`src/design/up_pkg.sv`:
```
package up_pkg;

   typedef logic [7:0] up_data_t;
   typedef logic [7:0] up_addr_t;
   typedef logic [1:0] up_rsel_t;

   localparam int unsigned REG_COUNT = 4;

   typedef enum logic [3:0] {
      NOP  = 4'h0,
      LDI  = 4'h1,
      MOV  = 4'h2,
      ADD  = 4'h3,
      SUB  = 4'h4,
      AND  = 4'h5,
      OR   = 4'h6,
      XOR  = 4'h7,
      SWAP = 4'h8,
      LD   = 4'h9,
      ST   = 4'ha,
      JMP  = 4'hb,
      JZ   = 4'hc,
      HALT = 4'hd
   } up_op_e;

   // one instruction word as fetched over the bus.
   typedef struct packed {
      up_op_e   opcode;
      up_rsel_t rd;
      up_rsel_t rs;
      up_data_t imm;
   } up_instr_t;

   typedef struct packed {
      up_op_e   alu_op;
      logic     we_a;
      logic     we_b;
      up_rsel_t wsel_a;
      up_rsel_t wsel_b;
      logic     src_imm;
      logic     mem_rd;
      logic     mem_wr;
      logic     jump;
      logic     jump_zero;
      logic     halt;
      logic     set_flag;
   } up_ctrl_t;

   typedef struct packed {
      logic        cyc;
      logic        stb;
      logic        we;
      up_addr_t    adr;
      logic [15:0] dat;
   } up_wb_req_t;

   typedef struct packed {
      logic        ack;
      logic [15:0] dat;
   } up_wb_rsp_t;

   localparam up_data_t REG_RESET [REG_COUNT] = '{8'h01, 8'h02, 8'h03, 8'h04};
   localparam up_addr_t PC_RESET = 8'h00;

endpackage
```
`src/design/up_core.sv`:
```
module up_core (
   input  logic               clk,
   input  logic               nRst,
   input  up_pkg::up_wb_rsp_t wb_rsp,
   output up_pkg::up_wb_req_t wb_req,
   output logic               halted
);
   import up_pkg::*;

   up_instr_t instr;
   up_ctrl_t  ctrl;
   up_data_t  rd_val;
   up_data_t  rs_val;
   up_data_t  alu_b;
   up_data_t  alu_result;
   up_data_t  load_data;
   up_data_t  wr_data_a;
   logic      we_a;
   logic      we_b;
   logic      load_sel;
   logic      zero;

   assign alu_b     = ctrl.src_imm ? instr.imm : rs_val;  // ldi feeds the immediate.
   assign wr_data_a = load_sel ? load_data : alu_result;

   up_control u_control (
      .clk        (clk),
      .nRst       (nRst),
      .wb_rsp     (wb_rsp),
      .zero       (zero),
      .store_data (rs_val),
      .ctrl       (ctrl),
      .wb_req     (wb_req),
      .instr      (instr),
      .we_a       (we_a),
      .we_b       (we_b),
      .load_data  (load_data),
      .load_sel   (load_sel),
      .halted     (halted)
   );

   up_decode u_decode (
      .instr (instr),
      .ctrl  (ctrl)
   );

   // on a swap port b takes the old rd value while port a takes rs.
   up_reg_block u_reg_block (
      .clk         (clk),
      .nRst        (nRst),
      .sel_out_a   (instr.rd),
      .sel_out_b   (instr.rs),
      .sel_write_a (ctrl.wsel_a),
      .sel_write_b (ctrl.wsel_b),
      .we_a        (we_a),
      .we_b        (we_b),
      .data_in_a   (wr_data_a),
      .data_in_b   (rd_val),
      .data_out_a  (rd_val),
      .data_out_b  (rs_val)
   );

   up_alu u_alu (
      .clk      (clk),
      .nRst     (nRst),
      .op       (ctrl.alu_op),
      .a        (rd_val),
      .b        (alu_b),
      .set_flag (ctrl.set_flag),
      .result   (alu_result),
      .zero     (zero)
   );

endmodule

```
`src/design/up_control.sv`:
```
module up_control (
   input  logic               clk,
   input  logic               nRst,
   input  up_pkg::up_wb_rsp_t wb_rsp,
   input  logic               zero,
   input  up_pkg::up_data_t   store_data,
   input  up_pkg::up_ctrl_t   ctrl,
   output up_pkg::up_wb_req_t wb_req,
   output up_pkg::up_instr_t  instr,
   output logic               we_a,
   output logic               we_b,
   output up_pkg::up_data_t   load_data,
   output logic               load_sel,
   output logic               halted
);
   import up_pkg::*;

   typedef enum logic [1:0] {
      FETCH,
      EXEC,
      MEM,
      HALTED
   } state_e;

   state_e    state;
   up_addr_t  pc;
   up_instr_t ir;
   logic      ack_seen;

   assign ack_seen = wb_req.stb && wb_rsp.ack;

   // decode sees a nop while fetching so no stale flag update can happen.
   assign instr = (state == EXEC || state == MEM) ? ir : '0;

   // loads write back on the ack edge and all other writes land at the end of exec.
   assign we_a = (state == EXEC && ctrl.we_a && !ctrl.mem_rd) ||
                 (state == MEM && ctrl.we_a && ack_seen);
   assign we_b = (state == EXEC) && ctrl.we_b;

   assign load_data = wb_rsp.dat[7:0];
   assign load_sel  = (state == MEM);

   always_ff @(posedge clk) begin
      if (state == FETCH && ack_seen) begin
         ir <= up_instr_t'(wb_rsp.dat);
      end
   end

   always_ff @(posedge clk or negedge nRst) begin
      if (!nRst) begin
         state  <= FETCH;
         pc     <= PC_RESET;
         wb_req <= '0;
         halted <= 1'b0;
      end else begin
         case (state)
            FETCH: begin
               if (!wb_req.cyc) begin
                  wb_req.cyc <= 1'b1;
                  wb_req.stb <= 1'b1;
                  wb_req.we  <= 1'b0;
                  wb_req.adr <= pc;
                  wb_req.dat <= '0;
               end else if (wb_rsp.ack) begin
                  wb_req.cyc <= 1'b0;
                  wb_req.stb <= 1'b0;
                  pc         <= pc + 8'd1;
                  state      <= EXEC;
               end
            end
            EXEC: begin
               if (ctrl.halt) begin
                  halted <= 1'b1;
                  state  <= HALTED;
               end else if (ctrl.mem_rd || ctrl.mem_wr) begin
                  wb_req.cyc <= 1'b1;
                  wb_req.stb <= 1'b1;
                  wb_req.we  <= ctrl.mem_wr;
                  wb_req.adr <= ir.imm;
                  wb_req.dat <= {8'h00, store_data};  // stores are zero extended.
                  state      <= MEM;
               end else begin
                  if (ctrl.jump || (ctrl.jump_zero && zero)) begin
                     pc <= ir.imm;
                  end
                  state <= FETCH;
               end
            end
            MEM: begin
               if (wb_rsp.ack) begin
                  wb_req.cyc <= 1'b0;
                  wb_req.stb <= 1'b0;
                  state      <= FETCH;
               end
            end
            default: begin
               state <= HALTED;  // nothing leaves this state.
            end
         endcase
      end
   end

   a_stb_in_cyc: assert property (@(posedge clk) disable iff (!nRst)
      wb_req.stb |-> wb_req.cyc);

   // the request must not move while the slave stalls.
   a_req_stable: assert property (@(posedge clk) disable iff (!nRst)
      (wb_req.stb && !wb_rsp.ack) |=> $stable(wb_req));

   a_halt_final: assert property (@(posedge clk) disable iff (!nRst)
      (state == HALTED) |=> (state == HALTED) && !wb_req.stb);

endmodule

```
`src/design/up_decode.sv`:
```
module up_decode (
   input  up_pkg::up_instr_t instr,
   output up_pkg::up_ctrl_t  ctrl
);
   import up_pkg::*;

   always_comb begin
      ctrl        = '0;
      ctrl.wsel_a = instr.rd;
      ctrl.wsel_b = instr.rs;
      case (instr.opcode)
         LDI: begin
            ctrl.alu_op  = LDI;
            ctrl.we_a    = 1'b1;
            ctrl.src_imm = 1'b1;
         end
         MOV: begin
            ctrl.alu_op = MOV;
            ctrl.we_a   = 1'b1;
         end
         ADD, SUB, AND, OR, XOR: begin
            ctrl.alu_op   = instr.opcode;
            ctrl.we_a     = 1'b1;
            ctrl.set_flag = 1'b1;
         end
         SWAP: begin
            ctrl.alu_op = MOV;  // rs passes through to rd on port a.
            ctrl.we_a   = 1'b1;
            ctrl.we_b   = 1'b1;
         end
         LD: begin
            ctrl.we_a   = 1'b1;
            ctrl.mem_rd = 1'b1;
         end
         ST: begin
            ctrl.mem_wr = 1'b1;
         end
         JMP: begin
            ctrl.jump = 1'b1;
         end
         JZ: begin
            ctrl.jump_zero = 1'b1;
         end
         HALT: begin
            ctrl.halt = 1'b1;
         end
         default: begin
            ctrl.alu_op = NOP;  // unused codes behave like nop.
         end
      endcase
   end

endmodule

```
`src/design/up_alu.sv`:
```
module up_alu (
   input  logic             clk,
   input  logic             nRst,
   input  up_pkg::up_op_e   op,
   input  up_pkg::up_data_t a,
   input  up_pkg::up_data_t b,
   input  logic             set_flag,
   output up_pkg::up_data_t result,
   output logic             zero
);
   import up_pkg::*;

   always_comb begin
      case (op)
         LDI: begin
            result = b;  // the immediate arrives on b.
         end
         MOV: begin
            result = b;
         end
         ADD: begin
            result = a + b;  // carry out is dropped so the sum wraps.
         end
         SUB: begin
            result = a - b;
         end
         AND: begin
            result = a & b;
         end
         OR: begin
            result = a | b;
         end
         XOR: begin
            result = a ^ b;
         end
         default: begin
            result = '0;
         end
      endcase
   end

   // flag holds until the next arithmetic or logic instruction.
   always_ff @(posedge clk or negedge nRst) begin
      if (!nRst) begin
         zero <= 1'b0;
      end else if (set_flag) begin
         zero <= (result == '0);
      end
   end

endmodule

```
`src/design/up_reg_block.sv`:
```
module up_reg_block (
   input  logic             clk,
   input  logic             nRst,
   input  up_pkg::up_rsel_t sel_out_a,
   input  up_pkg::up_rsel_t sel_out_b,
   input  up_pkg::up_rsel_t sel_write_a,
   input  up_pkg::up_rsel_t sel_write_b,
   input  logic             we_a,
   input  logic             we_b,
   input  up_pkg::up_data_t data_in_a,
   input  up_pkg::up_data_t data_in_b,
   output up_pkg::up_data_t data_out_a,
   output up_pkg::up_data_t data_out_b
);
   import up_pkg::*;

   up_data_t regs [REG_COUNT];
   logic     write_b;

   // reads are plain muxes on the register array.
   assign data_out_a = regs[sel_out_a];
   assign data_out_b = regs[sel_out_b];

   // port b only lands when port a writes a different register.
   assign write_b = we_a && we_b && (sel_write_b != sel_write_a);

   always_ff @(posedge clk or negedge nRst) begin
      if (!nRst) begin
         regs <= REG_RESET;
      end else begin
         if (we_a) begin
            regs[sel_write_a] <= data_in_a;
         end
         if (write_b) begin
            regs[sel_write_b] <= data_in_b;
         end
      end
   end

   // the second port only ever rides along with the first.
   a_we_b_needs_a: assert property (@(posedge clk) disable iff (!nRst)
      we_b |-> we_a);

endmodule

```
`config.mk`:
```
export PLATFORM = sky130hd
export DESIGN_NAME = up_core
export DESIGN_NICKNAME = d
export VERILOG_FILES = /design/src/design/up_pkg.sv /design/src/design/up_core.sv /design/src/design/up_control.sv /design/src/design/up_decode.sv /design/src/design/up_alu.sv /design/src/design/up_reg_block.sv
export SDC_FILE = /design/constraint.sdc
export NUM_CORES = 1
export LEC_CHECK = 0
export ABC_AREA = 1
export ABC_CLOCK_PERIOD_IN_PS = 11700
export BUFFER_PORTS_ARGS = -buffer_cell sky130_fd_sc_hd__clkbuf_2
export CAP_MARGIN = 5
export CORE_ASPECT_RATIO = 0.8
export CORE_MARGIN = 2
export CORE_UTILIZATION = 33
export CTS_CLUSTER_DIAMETER = 120
export DETAILED_ROUTE_END_ITERATION = 12
export PLACE_DENSITY_LB_ADDON = 0.25
export SLEW_MARGIN = 40
export SYNTH_ARGS = -nofsm -noshare
export SYNTH_HDL_FRONTEND = slang
export SYNTH_SLANG_ARGS = --single-unit
```
`constraint.sdc`:
```
create_clock -name clk -period 11.7 [get_ports clk]
set_input_delay 3.51 -clock clk [delete_from_list [all_inputs] [get_ports clk]]
set_output_delay 3.51 -clock clk [all_outputs]
set_load 0.05 [all_outputs]
```
==> flow_metrics.env <==
export IMPL_busiest_layer="met1"
export IMPL_post_cts_resized=0
export IMPL_antenna_cells=0
export IMPL_synth_adder_area_share=0.0707
export IMPL_cts_buffers_inserted=9
export IMPL_ys_async_sr_fraction=0.797
export IMPL_min_path_type="register to register"
export IMPL_cp_num_cells=27
export IMPL_fin_skew_ns=0.00807
export IMPL_rrSetupSlack_ns=6.98
export IMPL_gp_congestion=0.867
export IMPL_placementRows=42
export IMPL_grt_remaining_overflow=0
export IMPL_cp_max_fo=28
export IMPL_synth_xor_area_frac=0.0125
export IMPL_numClockSinks=79
export IMPL_netlist_instances=765
export IMPL_cp_num_buf_inv=5
export IMPL_hpwl_mm=12.5
export IMPL_synth_compound_area_share=0.201
export IMPL_ys_warn_count=0
export IMPL_path_common_cell="nand2_1"
export IMPL_fmax_mhz=212
export IMPL_initial_core_util=0.338
export IMPL_root_buffer="clkbuf_16"
export IMPL_tightest_slew_ns=0.775
export IMPL_min_path_cells=2
export IMPL_critPathCaptureType="register"
export IMPL_critPathLaunchType="register"
export IMPL_grt_pass1_vias=4843
export IMPL_final_common_cell="nand2_1"
export IMPL_port_buffers=38
export IMPL_grt_pass1_wl_mm=26.3
export IMPL_areaGrowthSynthToFinish_pct=11.8
export IMPL_yosys_area_share_simple=0.237
export IMPL_maxCapViolCount=0
export IMPL_clk_pin_slew_ns=0.06
export IMPL_clkLatencyLatePin_ns=0.34
export IMPL_dieArea_mm2=0.0180
export IMPL_ys_types=47
export IMPL_die_x_um=150
export IMPL_outcome="finished, final reports clean"
export IMPL_clockBufferDepth=2
export IMPL_drtIter0Drc=464
export IMPL_drtPass1Iterations=5
export IMPL_period_share=0.403
export IMPL_whs_ns=0.471
export IMPL_crit_slowest_cell="dfrtp_1"
export IMPL_fin_crit_ns=4.72
export IMPL_fin_area_mm2=0.00626
export IMPL_drt_total_wl_mm=16.7
export IMPL_drv_slew=0
export IMPL_grt_usage=0.189
export IMPL_path_delay_family="simple AND/OR/NAND/NOR gates"
export IMPL_worstPathArrival_ns=4.93
export IMPL_path_class="register to register"
export IMPL_drc_errors=0
export IMPL_route_vias_total=5202
export IMPL_maxSlewHeadroom=0.481
export IMPL_r2r_cells=27
export IMPL_antenna_found_initial=0
export IMPL_hold_violations=0
export IMPL_met3_usage=0.0426
export IMPL_fin_nets=845
export IMPL_synthMuxAreaShare=0.00201
export IMPL_rsz0062_at_grt="false"
export IMPL_seq_area_frac_synth=0.369
export IMPL_avgViaCountPerCell=5.10
export IMPL_synth_flop_cell="dfrtp_1"
export IMPL_met2_usage=0.277
export IMPL_drive_gt1_frac=0.121
export IMPL_final_cell_mix="nand2_1, inv_1, o21ai_0"
export IMPL_postSynthAreaPerCell_um2=7.31
export IMPL_use_met1=0.283
export IMPL_routedWlPerCell_um=16.3
export IMPL_post_cts_buffers=0
export IMPL_mappedNetlistArea_mm2=0.00559
export IMPL_cts_htree_levels=3
export IMPL_cts_hold_buffers=0
export IMPL_synth_top_family_by_area="simple AND/OR/NAND/NOR gates"
export IMPL_synth_edf_count=16
export IMPL_cts_tree="done"
export IMPL_ios=47
export IMPL_crit_required_ns=11.91
export IMPL_antenna_left=0
export IMPL_core_mm2=0.0166
export IMPL_ys_seq_elements=79
export IMPL_tns_ns=0
export IMPL_placed_area_mm2=0.00593
export IMPL_die_h_um=120
export IMPL_setup_violations=0
export IMPL_slowest_delay_ns=0.40
export IMPL_grt_max_degree=64
==> worst min-delay path: cells and delay by family (launching register included) <==
kind	cells	cell delay [ns]
flops	1	0.34
simple gates	1	0.06
buf+inv	1	0.04
==> cell families after synthesis <==
kind of cell,count (synthesis)
fa+ha+maj,31
buf+inv,140
flops,79
mux,1
other cells,1
xor+xnor,8
simple gates,310
compound gates,195
==> cell type report <==
cell class | count | area, µm²
Clock buffer | 9 | 225
Clock inverter | 7 | 95.1
Fill cell | 1739 | 10300
Inverter | 109 | 409
Multi-Input combinational cell | 553 | 2960
Sequential cell | 79 | 2060
Tap cell | 220 | 275
Timing Repair Buffer | 43 | 231
==> stage by stage <==
step | utilization | instances | worst slack (ns)
after floorplan | - | 772 | 7.03
after global placement | 0.358 | 1004 | 6.71
after detailed placement | 0.358 | 1004 | 6.70
after CTS | 0.378 | 1020 | 7.01
after global routing | 0.378 | 1020 | 6.44
final | 0.378 | 1020 | 6.98
==> layer usage <==
layer	wire length, µm	share of wire	vias to the layer above
met5	0	0	-
met4	190	0.011	0
met3	1160	0.069	13
met2	7000	0.42	159
met1	8320	0.50	2459
li1	-	-	2571
==> registers in the layout (all words and copies together) (netlist names) <==
name,flops
u_control.halted,1
u_control.wb_req,19
u_alu.zero,1
u_control.ir,16
u_control.state,2
u_control.pc,8
u_reg_block.regs,32
==> worst paths after layout <==
path,start,endpoint
setup reg to reg,u_control.state[0]$_DFFE_PN0P_,u_reg_block.regs[21]$_DFF_PN0_
min in group asynchronous,nRst,u_control.wb_req[26]$_DFFE_PN0P_
setup / recovery,u_control.state[0]$_DFFE_PN0P_,u_reg_block.regs[21]$_DFF_PN0_
hold / removal,u_control.halted$_DFFE_PN0P_,u_control.halted$_DFFE_PN0P_
hold reg to reg,u_control.halted$_DFFE_PN0P_,u_control.halted$_DFFE_PN0P_
max in group asynchronous,nRst,u_reg_block.regs[20]$_DFF_PN0_
==> cell usage after synthesis, types with 4 or more instances <==
master    count  area [µm²]
nand2_1     187         702
inv_1       104         390
o21ai_0      69         345
a21oi_1      59         295
nor2_1       59         221
dfrtp_1      58        1450
nand3_1      31         155
ha_1         30         375
edfxtp_1     16         480
o22ai_1      12        75.1
a31oi_1      11        68.8
buf_4        11        82.6
clkbuf_1     11        41.3
o21ai_1      11        55.1
nand2_2       7        43.8
o21a_1        7        52.6
xor2_1        7        61.3
a221oi_1      6        52.6
dfstp_2       5         131
inv_2         5        18.8
nor2_2        5        31.3
o31ai_1       5        37.5
buf_2         4        20.0
buf_6         4        45.0
Power is left out: the tool's default activity adds up to more than one toggle a clock period on the data nets, which glitch-free logic cannot reach.
